<file path="config.mk">
export PLATFORM = sky130hd
export DESIGN_NAME = backend
export DESIGN_NICKNAME = d
export VERILOG_FILES = /design/src/verilog/backend_pkg.sv /design/src/verilog/issue_fifo.sv /design/src/verilog/dispatch.sv /design/src/verilog/adder_unit.sv /design/src/verilog/logcmp_unit.sv /design/src/verilog/reorder_commit.sv /design/src/verilog/backend.sv
export VERILOG_INCLUDE_DIRS = /design/src /design/src/verilog
export SDC_FILE = /design/constraint.sdc
export NUM_CORES = 2
export LEC_CHECK = 0
export BUFFER_PORTS_ARGS = -buffer_cell sky130_fd_sc_hd__clkbuf_2
export CAP_MARGIN = 25
export CORE_MARGIN = 1.5
export CORE_UTILIZATION = 50
export DETAILED_ROUTE_END_ITERATION = 16
export PLACE_DENSITY = 0.64
export SLEW_MARGIN = 20
export SYNTH_ARGS = -nofsm -noshare
export SYNTH_HDL_FRONTEND = slang
export SYNTH_HIERARCHICAL = 1
export SYNTH_SLANG_ARGS = --single-unit
</file>
<file path="constraint.sdc">
create_clock -name CLK -period 8.2 [get_ports CLK]
set_clock_uncertainty 0.2 [all_clocks]
set_input_delay 1.64 -clock CLK [delete_from_list [all_inputs] [get_ports CLK]]
set_output_delay 1.64 -clock CLK [all_outputs]
set_load 0.005 [all_outputs]
</file>
<file path="src/verilog/backend_config.svh">
// sizing for the back end; BE_TAG_W must stay equal to log2 of BE_ROB_DEPTH
`ifndef BACKEND_CONFIG_SVH
`define BACKEND_CONFIG_SVH

// operand and result width
`define BE_XLEN 64

// entries in each issue queue
`define BE_ISSUE_DEPTH 4

// reorder window slots, one per micro-op in flight
`define BE_ROB_DEPTH 8

// sequence tag, indexes the reorder window directly
`define BE_TAG_W 3

// destination register index
`define BE_RD_W 5

`endif

</file>
<file path="src/verilog/backend_pkg.sv">
// shared back-end types; field widths follow the config header, op encodings are fixed
`default_nettype none
`include "backend_config.svh"

package backend_pkg;

	typedef enum logic {
		UNIT_ADDER,
		UNIT_LOGCMP
	} unit_t;

	// encodings shared with the reference model
	typedef enum logic [2:0] {
		OP_ADD  = 3'd0,
		OP_SUB  = 3'd1,
		OP_AND  = 3'd2,
		OP_OR   = 3'd3,
		OP_XOR  = 3'd4,
		OP_SLT  = 3'd5,
		OP_SLTU = 3'd6
	} op_t;

	// operands already read
	typedef struct packed {
		unit_t                unit;
		op_t                  op;
		logic [`BE_RD_W-1:0]  rd;
		logic [`BE_XLEN-1:0]  src1;
		logic [`BE_XLEN-1:0]  src2;
	} micro_op_t;

	typedef struct packed {
		logic [`BE_TAG_W-1:0] tag;
		op_t                  op;
		logic [`BE_RD_W-1:0]  rd;
		logic [`BE_XLEN-1:0]  src1;
		logic [`BE_XLEN-1:0]  src2;
	} issue_t;

	typedef struct packed {
		logic [`BE_TAG_W-1:0] tag;
		logic [`BE_RD_W-1:0]  rd;
		logic [`BE_XLEN-1:0]  data;
	} result_t;

	typedef struct packed {
		logic [`BE_RD_W-1:0]  rd;
		logic [`BE_XLEN-1:0]  data;
	} retire_t;

endpackage

`default_nettype wire

</file>
<file path="src/verilog/issue_fifo.sv">
// fall-through queue; push while full and pop while empty are not guarded here
`timescale 1ns/10ps
`default_nettype none
`include "backend_config.svh"

module issue_fifo #(
	parameter type T = logic [7:0]
) (
	input  logic CLK,
	input  logic i_rst_n,
	input  logic i_push,
	input  T     i_data,
	input  logic i_pop,
	output T     o_data,
	output logic o_full,
	output logic o_empty
);

	localparam int DEPTH = `BE_ISSUE_DEPTH;
	localparam int AW = $clog2(DEPTH);
	localparam logic [AW-1:0] LAST_IDX = AW'(DEPTH - 1);
	localparam logic [AW:0] FULL_CNT = (AW + 1)'(DEPTH);

	T mem [DEPTH];
	logic [AW-1:0] wr_ptr;
	logic [AW-1:0] rd_ptr;
	logic [AW:0] count;

	// head always visible
	assign o_data = mem[rd_ptr];
	assign o_full = (count == FULL_CNT);
	assign o_empty = (count == '0);

	always_ff @(posedge CLK) begin
		if (i_push) begin
			mem[wr_ptr] <= i_data;
		end
	end

	always_ff @(posedge CLK) begin
		if (!i_rst_n) begin
			wr_ptr <= '0;
			rd_ptr <= '0;
			count <= '0;
		end else begin
			if (i_push) begin
				wr_ptr <= (wr_ptr == LAST_IDX) ? '0 : wr_ptr + 1'b1;
			end
			if (i_pop) begin
				rd_ptr <= (rd_ptr == LAST_IDX) ? '0 : rd_ptr + 1'b1;
			end
			if (i_push && !i_pop) begin
				count <= count + 1'b1;
			end else if (i_pop && !i_push) begin
				count <= count - 1'b1;
			end
		end
	end

endmodule

`default_nettype wire

</file>
<file path="src/verilog/dispatch.sv">
// in-order dispatch, one micro-op per cycle; the tag counter tracks the reorder tail
`timescale 1ns/10ps
`default_nettype none
`include "backend_config.svh"

module dispatch (
	input  logic                   CLK,
	input  logic                   i_rst_n,
	input  backend_pkg::micro_op_t i_instr,
	input  logic                   i_instr_empty,
	input  logic                   i_adder_full,
	input  logic                   i_logcmp_full,
	input  logic                   i_rob_full,
	output logic                   o_instr_pop,
	output logic                   o_adder_push,
	output logic                   o_logcmp_push,
	output backend_pkg::issue_t    o_issue,
	output logic                   o_alloc
);
	import backend_pkg::*;

	localparam logic [`BE_TAG_W-1:0] LAST_TAG = `BE_TAG_W'(`BE_ROB_DEPTH - 1);

	logic [`BE_TAG_W-1:0] tag_q;
	logic to_adder;
	logic target_full;

	assign to_adder = (i_instr.unit == UNIT_ADDER);
	assign target_full = to_adder ? i_adder_full : i_logcmp_full;

	// stall on empty input, full target queue or full window
	assign o_instr_pop = !i_instr_empty && !target_full && !i_rob_full;
	assign o_adder_push = o_instr_pop && to_adder;
	assign o_logcmp_push = o_instr_pop && !to_adder;
	assign o_alloc = o_instr_pop;

	always_comb begin
		o_issue.tag = tag_q;
		o_issue.op = i_instr.op;
		o_issue.rd = i_instr.rd;
		o_issue.src1 = i_instr.src1;
		o_issue.src2 = i_instr.src2;
	end

	always_ff @(posedge CLK) begin
		if (!i_rst_n) begin
			tag_q <= '0;
		end else if (o_instr_pop) begin
			tag_q <= (tag_q == LAST_TAG) ? '0 : tag_q + 1'b1;
		end
	end

endmodule

`default_nettype wire

</file>
<file path="src/verilog/adder_unit.sv">
// single-cycle add/sub; takes every queued entry, ops other than sub are added
`timescale 1ns/10ps
`default_nettype none

module adder_unit (
	input  logic                 CLK,
	input  logic                 i_rst_n,
	input  backend_pkg::issue_t  i_entry,
	input  logic                 i_empty,
	output logic                 o_pop,
	output logic                 o_valid,
	output backend_pkg::result_t o_result
);
	import backend_pkg::*;

	// no stall, the window slot is already reserved
	assign o_pop = !i_empty;

	always_ff @(posedge CLK) begin
		if (!i_rst_n) begin
			o_valid <= 1'b0;
		end else begin
			o_valid <= o_pop;
		end
	end

	always_ff @(posedge CLK) begin
		if (o_pop) begin
			o_result.tag <= i_entry.tag;
			o_result.rd <= i_entry.rd;
			if (i_entry.op == OP_SUB) begin
				o_result.data <= i_entry.src1 - i_entry.src2;
			end else begin
				o_result.data <= i_entry.src1 + i_entry.src2;
			end
		end
	end

endmodule

`default_nettype wire

</file>
<file path="src/verilog/logcmp_unit.sv">
// two-stage logic/compare pipe, fully pipelined; unknown ops give zero
`timescale 1ns/10ps
`default_nettype none
`include "backend_config.svh"

module logcmp_unit (
	input  logic                 CLK,
	input  logic                 i_rst_n,
	input  backend_pkg::issue_t  i_entry,
	input  logic                 i_empty,
	output logic                 o_pop,
	output logic                 o_valid,
	output backend_pkg::result_t o_result
);
	import backend_pkg::*;

	logic s1_valid;
	issue_t s1_entry;
	logic [`BE_XLEN-1:0] res;

	assign o_pop = !i_empty;

	// stage one, capture operands
	always_ff @(posedge CLK) begin
		if (o_pop) begin
			s1_entry <= i_entry;
		end
	end

	always_comb begin
		case (s1_entry.op)
			OP_AND:  res = s1_entry.src1 & s1_entry.src2;
			OP_OR:   res = s1_entry.src1 | s1_entry.src2;
			OP_XOR:  res = s1_entry.src1 ^ s1_entry.src2;
			OP_SLT:  res = {{(`BE_XLEN-1){1'b0}}, $signed(s1_entry.src1) < $signed(s1_entry.src2)};
			OP_SLTU: res = {{(`BE_XLEN-1){1'b0}}, s1_entry.src1 < s1_entry.src2};
			default: res = '0;
		endcase
	end

	// stage two, register the result
	always_ff @(posedge CLK) begin
		if (s1_valid) begin
			o_result.tag <= s1_entry.tag;
			o_result.rd <= s1_entry.rd;
			o_result.data <= res;
		end
	end

	always_ff @(posedge CLK) begin
		if (!i_rst_n) begin
			s1_valid <= 1'b0;
			o_valid <= 1'b0;
		end else begin
			s1_valid <= o_pop;
			o_valid <= s1_valid;
		end
	end

endmodule

`default_nettype wire

</file>
<file path="src/verilog/reorder_commit.sv">
// reorder window indexed by tag; tags must be allocated in order, at most one retire per cycle
`timescale 1ns/10ps
`default_nettype none
`include "backend_config.svh"

module reorder_commit (
	input  logic                 CLK,
	input  logic                 i_rst_n,
	input  logic                 i_alloc,
	input  logic                 i_adder_valid,
	input  backend_pkg::result_t i_adder_result,
	input  logic                 i_logcmp_valid,
	input  backend_pkg::result_t i_logcmp_result,
	output logic                 o_rob_full,
	output logic                 o_retire_valid,
	output backend_pkg::retire_t o_retire
);
	import backend_pkg::*;

	localparam int DEPTH = `BE_ROB_DEPTH;
	localparam logic [`BE_TAG_W-1:0] LAST_TAG = `BE_TAG_W'(DEPTH - 1);
	localparam logic [`BE_TAG_W:0] FULL_CNT = (`BE_TAG_W + 1)'(DEPTH);

	logic [`BE_XLEN-1:0] data_mem [DEPTH];
	logic [`BE_RD_W-1:0] rd_mem [DEPTH];
	logic [DEPTH-1:0] done_q;
	logic [`BE_TAG_W-1:0] head_q;
	logic [`BE_TAG_W:0] count_q;
	logic head_done;

	assign head_done = done_q[head_q];
	assign o_rob_full = (count_q == FULL_CNT);

	// both units may write in the same cycle
	always_ff @(posedge CLK) begin
		if (i_adder_valid) begin
			data_mem[i_adder_result.tag] <= i_adder_result.data;
			rd_mem[i_adder_result.tag] <= i_adder_result.rd;
		end
		if (i_logcmp_valid) begin
			data_mem[i_logcmp_result.tag] <= i_logcmp_result.data;
			rd_mem[i_logcmp_result.tag] <= i_logcmp_result.rd;
		end
		if (head_done) begin
			o_retire.rd <= rd_mem[head_q];
			o_retire.data <= data_mem[head_q];
		end
	end

	always_ff @(posedge CLK) begin
		if (!i_rst_n) begin
			done_q <= '0;
			head_q <= '0;
			count_q <= '0;
			o_retire_valid <= 1'b0;
		end else begin
			o_retire_valid <= head_done;
			if (head_done) begin
				done_q[head_q] <= 1'b0;
				head_q <= (head_q == LAST_TAG) ? '0 : head_q + 1'b1;
			end
			// a slot is never rewritten while still at the head
			if (i_adder_valid) begin
				done_q[i_adder_result.tag] <= 1'b1;
			end
			if (i_logcmp_valid) begin
				done_q[i_logcmp_result.tag] <= 1'b1;
			end
			if (i_alloc && !head_done) begin
				count_q <= count_q + 1'b1;
			end else if (head_done && !i_alloc) begin
				count_q <= count_q - 1'b1;
			end
		end
	end

endmodule

`default_nettype wire

</file>
<file path="src/verilog/backend.sv">
// integer back end top; in-order retire, no output back-pressure, no flush
`timescale 1ns/10ps
`default_nettype none

module backend (
	input  logic                   CLK,
	input  logic                   i_rst_n,
	input  backend_pkg::micro_op_t i_instr,
	input  logic                   i_instr_empty,
	output logic                   o_instr_pop,
	output logic                   o_retire_valid,
	output backend_pkg::retire_t   o_retire
);
	import backend_pkg::*;

	issue_t issue;
	issue_t adder_head;
	issue_t logcmp_head;
	result_t adder_result;
	result_t logcmp_result;
	logic adder_push, adder_pop, adder_full, adder_empty;
	logic logcmp_push, logcmp_pop, logcmp_full, logcmp_empty;
	logic adder_valid, logcmp_valid;
	logic alloc, rob_full;

	dispatch i_dispatch (
		.CLK(CLK), .i_rst_n(i_rst_n),
		.i_instr(i_instr), .i_instr_empty(i_instr_empty),
		.i_adder_full(adder_full), .i_logcmp_full(logcmp_full), .i_rob_full(rob_full),
		.o_instr_pop(o_instr_pop), .o_adder_push(adder_push), .o_logcmp_push(logcmp_push),
		.o_issue(issue), .o_alloc(alloc)
	);

	issue_fifo #(.T(issue_t)) i_adder_fifo (
		.CLK(CLK), .i_rst_n(i_rst_n), .i_push(adder_push), .i_data(issue),
		.i_pop(adder_pop), .o_data(adder_head), .o_full(adder_full), .o_empty(adder_empty)
	);

	issue_fifo #(.T(issue_t)) i_logcmp_fifo (
		.CLK(CLK), .i_rst_n(i_rst_n), .i_push(logcmp_push), .i_data(issue),
		.i_pop(logcmp_pop), .o_data(logcmp_head), .o_full(logcmp_full), .o_empty(logcmp_empty)
	);

	adder_unit i_adder_unit (
		.CLK(CLK), .i_rst_n(i_rst_n), .i_entry(adder_head), .i_empty(adder_empty),
		.o_pop(adder_pop), .o_valid(adder_valid), .o_result(adder_result)
	);

	logcmp_unit i_logcmp_unit (
		.CLK(CLK), .i_rst_n(i_rst_n), .i_entry(logcmp_head), .i_empty(logcmp_empty),
		.o_pop(logcmp_pop), .o_valid(logcmp_valid), .o_result(logcmp_result)
	);

	reorder_commit i_reorder_commit (
		.CLK(CLK), .i_rst_n(i_rst_n), .i_alloc(alloc),
		.i_adder_valid(adder_valid), .i_adder_result(adder_result),
		.i_logcmp_valid(logcmp_valid), .i_logcmp_result(logcmp_result),
		.o_rob_full(rob_full), .o_retire_valid(o_retire_valid), .o_retire(o_retire)
	);

endmodule

`default_nettype wire

</file>
# Word level (Yosys, flattened, before mapping)
# Memory sizes are Yosys's and may differ from the RTL's. A register that Yosys moved wholly into a read port is not among the register bits.
# Index checks and enable logic that the tools add are counted.
# op_classes
eq_ne,15
n_bitwise,8
muxes,38
reduce_logical,28
n_lt_le_gt_ge,8
addsub,14
# op_table
op,count
64-bit case mux with 5 select lines,1
64-bit < comparator,2
64-bit adder,1
64-bit bitwise AND,1
64-bit 2-to-1 mux,1
64-bit OR,1
64-bit subtractor,1
64-bit bitwise XOR,1
8-bit 2-to-1 mux,5
3-bit == test (second input constant),7
3-bit 2-to-1 mux,6
8-bit OR,2
1-bit logical AND,13
1-bit 2-to-1 mux,13
3-bit by 1-bit adder with 3-bit output (second input constant),4
3-bit by 4-bit < comparator with 1-bit output (second input constant),3
2-bit 2-to-1 mux,6
1-bit logical NOT,10
1-bit demux with 3-bit select,3
3-bit by 1-bit greater-or-equal comparator with 1-bit output (second input constant),3
2-bit by 1-bit adder with 2-bit output (second input constant),4
8-bit bitwise AND,1
2-bit == test (second input constant),4
4-bit 2-to-1 mux,2
11 further kinds,16
# word_totals
reg_bits,180
in_bits,140
ramBits,1664
mem_count,4
# memory_table
memory,depth,word_bits,read_ports,rd_clocked_by_memory_dff,wr,line,text
i_adder_fifo.mem,4,139,1,1,1,issue_fifo.sv:24,T mem [DEPTH];
i_logcmp_fifo.mem,4,139,1,1,1,issue_fifo.sv:24,
i_reorder_commit.data_mem,8,64,1,1,2,reorder_commit.sv:24,logic [`BE_XLEN-1:0] data_mem [DEPTH];
i_reorder_commit.rd_mem,8,5,1,1,2,reorder_commit.sv:25,logic [`BE_RD_W-1:0] rd_mem [DEPTH];

# Depth between registers and ports, before layout
# depth
depth_word,13
ltp_mapped,25

# By module
# Netlist, hierarchy kept.
# by_module_without_submodules
module,instances,cells_each,area_each_um2
issue_fifo,2,770,20528.4
reorder_commit,1,1829,30476.7
logcmp_unit,1,878,11224.5
adder_unit,1,814,7090.6
dispatch,1,156,1222.4

# Least setup slack after synthesis
# OpenSTA, ideal clock, no wires.
# synth_timing
path_type,in2reg
from,input i_instr_empty
to,memory i_logcmp_fifo/mem[0][0] (netlist bit) (enable)
arrival_time_ns,5.694
setup_slack_ns,1.791
t_required_ns,7.486
path_stages,2
setup_time_ns,0.514
cell_sequence,nor4b_1 -> and2_1
# synth_between
elab_chain_len,6
# synth_lines
item,line,text
"start, declared",backend.sv:9,"input logic i_instr_empty,"
1-bit logical NOT,dispatch.sv:32,assign o_instr_pop = !i_instr_empty && !target_full && !i_rob_full;
1-bit logical AND (2 in series),dispatch.sv:32,
1-bit logical AND,dispatch.sv:34,assign o_logcmp_push = o_instr_pop && !to_adder;
1-bit 2-to-1 mux,issue_fifo.sv:35,if (i_push) begin
1-bit 2-to-1 mux (not written as such),issue_fifo.sv:36,mem[wr_ptr] <= i_data;
"end, declared",issue_fifo.sv:24,
# No other way between the ends.

==> summary.txt <==
Synthesis
  – Post-synthesis area per instance: between 15 and 20 µm²
  – Most frequent cell after synthesis: edfxtp_1
  – Mapped cell area: 91100 µm²
  – Cells after Synth: about 5200
  – Synth area leader: edfxtp_1
  – Synth top cells by count: 2016 x edfxtp_1, 528 x mux2_2, 301 x mux4_2
  – Syn Nets: 5636
  – Register area share after synthesis: 67.4%
  – Ranking of synthesized cells by area: edfxtp_1 66%, mux4_2 7.4%, mux2_2 6.5%
  – Synth cell types: 87
  – YS warnings: 6
  – Number of flops mapped to enable cells by yosys: 2016
  – Synth Register Bits: 2056
  – Primary FF master, synth: edfxtp_1
  – FFs w/ async S/R, synth: 0%
  – Yosys top cell area share: 66.5%

Critical path
  – CP peak stage delay: 690 ps
  – Setup slack, reg-to-reg: 1280 ps
  – WP data arrival: 7320 ps
  – Crit path launch type: register
  – Reg2reg path depth: 23
  – CP max FO: 34
  – WP data required: 8590 ps
  – Crit-path leading delay family: simple AND/OR/NAND/NOR gates
  – R2R Path End: i_adder_unit/o_result[62]
  – Crit path depth: 23
  – Critical path cell sequence: buf_12 > mux4_2 > or3_1 > nor3_1 > nand2b_1 > nor3_1 > buf_4 > and3_1 > nand3_1 > nor3_1 > and2_1 > a21oi_1 > xnor2_1 > ha_1 > a21oi_1 > o21bai_1 > a21oi_1 > o21ai_0 > a21o_1 > a21oi_1 > nand3_1 > o21ai_0 > xnor2_1
  – Slowest-stage cell, CP: dfxtp_4
  – CP most frequent cell: a21oi_1
  – CP endpoint: i_adder_unit/o_result[62]
  – CP Buf/Inv Count: 2
  – Worst setup EP type: register
  – Worst setup path class: reg -> reg

Floorplanning
  – Die Wd: 430 µm
  – Die height: 430 µm
  – Core box area: 181000 µm²
  – FP Rows: 156
  – Top Ports: 211
  – Initial Utilization: between 50% and 60%
  – Die area: about 180000 µm²

STA
  – Final hold violations: 0
  – Final setup violating endpoints: 0
  – Post-layout minimum cycle time: 6920 ps
  – Slew Limit Headroom: 24.2%
  – Final period utilization: 84.4%
  – Highest clock rate: 144 MHz
  – Hold WS: ~220 ps
  – Setup TNS: 0 ps
  – RSZ-0062 raised after global routing: no
  – Pins over their slew limit: 0
  – Worst Max-Slew Pin Slew: around 1100 ps

Global route
  – Vias in the first global route: approximately 48000
  – Pin count of the biggest net entering global routing: 106
  – Total GRT Usage: 24.8%
  – Total global routing overflow: 0
  – Antenna violations before repair: 36
  – First-pass GRT wire length: ~330 mm

Power
  – Peak VDD IR: 0.275 mV
  – Static Leak: 33.9 nW
  – Pwr Density: slightly below 400 nW/µm²

Status
  – Status: finished clean

Place
  – Final HPWL DP: 145 mm
  – Final GP Congestion: 0.872
  – IO buf count: 210
  – Dpl cell area: 93600 µm²

Clock tree
  – Clock sink count: 2056
  – Clock transition at path regs: ~60 ps
  – Max Root-Sink Buffers: 3
  – CTS root buffer: clkbuf_16
  – Post-CTS Resized: 0
  – H-tree depth: 4
  – Cts bufs inserted: 207
  – Post-CTS Hold Fix Bufs: 0
  – Post-CTS Setup Inserts: 0
  – CTS tree: done
  – Worst-skew pair later-pin latency: 850 ps

Cells and area
  – Final instance area: ~100000 µm²
  – Layout area overhead: 9.71%
  – Layout cells sized above 1: 28.1%
  – Nets: 5760
  – # fillers: between 10000 and 15000

Job
  – Max-cap viol count: 0

Routing
  – DRT iter0 DRCs: 5147
  – Via count: 48060
  – DRC viols: 0
  – Pre-Repair DR Iteration Count: 8
  – Post-Route WL: ~230 mm
  – Via density: 6.09
  – Routed WL per cell: around 29 µm
  – ANT nets after route: 0

Worst hold path
  – HP Class: reg -> reg
[final cells by class]
class	instances	area, µm²	area share, %
antenna	13	32.5	0.0326
clock buffer	266	5470	5.47
clock inverter	116	830	0.830
inverter	195	739	0.740
multi-input combinational	2581	26600	26.6
sequential	2056	61400	61.4
tap	2370	2970	2.97
timing repair buffer	300	1900	1.90
[layer usage]
layer  track usage (%)  share of wire (%)  routed length, µm
met4              8.71                3.3               7570
met2              38.6                 46             107000
met1              35.3                 43              99300
met3              4.63                7.2              16600
met5                 0              0.033                 75
[worst min-delay path by stage]
stage          slack, ps                    endpoint                        start  cells after the start
6_report             220  i_logcmp_unit/o_result[69]  i_logcmp_unit/s1_entry[136]                      0
5_1_grt              230  i_logcmp_unit/o_result[69]  i_logcmp_unit/s1_entry[136]                      0
4_1_cts              220  i_logcmp_unit/o_result[69]  i_logcmp_unit/s1_entry[136]                      0
3_5_place_dp         210  i_logcmp_unit/o_result[69]  i_logcmp_unit/s1_entry[136]                      0
3_3_place_gp         200  i_logcmp_unit/o_result[69]  i_logcmp_unit/s1_entry[136]                      0
2_1_floorplan        200  i_logcmp_unit/o_result[64]  i_logcmp_unit/s1_entry[128]                      0
[metrics by stage]
step           setup WS, ps  util, %  total power [mW]  instances
3_5_place_dp           1370     51.7              29.8       7502
2_1_floorplan          1790        -              25.1       5217
4_1_cts                1340     55.2              38.7       7884
3_3_place_gp           1460     51.7              29.6       7499
5_1_grt                 841     55.2              40.5       7890
6_report               1280     55.2              38.7       7897
[registers in the layout, summed over array words and instances (netlist names), 2 cells and up, named ones only]
register / flops
i_dispatch/tag_q: 3
i_adder_fifo/mem: 556
i_logcmp_unit/o_result: 72
i_reorder_commit/done_q: 8
i_adder_fifo/wr_ptr: 2
i_adder_fifo/rd_ptr: 2
i_logcmp_fifo/rd_ptr: 2
i_logcmp_fifo/mem: 556
i_reorder_commit/rd_mem: 40
i_reorder_commit/data_mem: 512
i_logcmp_unit/s1_entry: 139
i_reorder_commit/o_retire: 69
i_adder_fifo/count: 3
i_reorder_commit/head_q: 3
i_reorder_commit/count_q: 4
i_logcmp_fifo/wr_ptr: 2
i_logcmp_fifo/count: 3
i_adder_unit/o_result: 72
[where the power goes]
group / internal (mW) / switching, mW
Sequential: 14.4 / 1.47
Combinational: 5.58 / 8.38
Clock: 4.95 / 3.92
[logic make-up after synthesis]
| group | count (synthesis) | share of synthesized area [%] |
|---|---|---|
| fa+ha+maj | 279 | 3.87 |
| xor+xnor | 131 | 1.26 |
| flops | 2056 | 67.4 |
| buf+inv | 580 | 3.64 |
| mux | 949 | 15.7 |
| simple gates | 516 | 2.89 |
| compound gates | 706 | 5.30 |
[cells in the final DEF, fill, tap and decap left out, types with 76 or more instances in the layout]
cell type  instances
nand2_1          107
ha_1             275
clkbuf_2         210
a221oi_1          84
nor2_1           152
xnor2_1           81
inv_1            190
edfxtp_1        2016
mux2_2           528
a22oi_1           82
o21ai_0           86
a21oi_1          198
buf_4             76
mux4_2           301
clkbuf_16        210
[worst reg2reg max path, cell delays in order (launching register included)]
cell      delay (ps)
dfxtp_4          690
buf_12           360
mux4_2           650
or3_1            410
nor3_1           240
nand2b_1         190
nor3_1           250
buf_4            180
and3_1           250
nand3_1          210
nor3_1           550
and2_1           280
a21oi_1          100
xnor2_1          170
ha_1             350
a21oi_1          340
o21bai_1         100
a21oi_1          220
o21ai_0          130
a21o_1           180
a21oi_1          200
nand3_1           90
o21ai_0          240
xnor2_1          100
No activity file was read; power rests on OpenSTA's default activity.
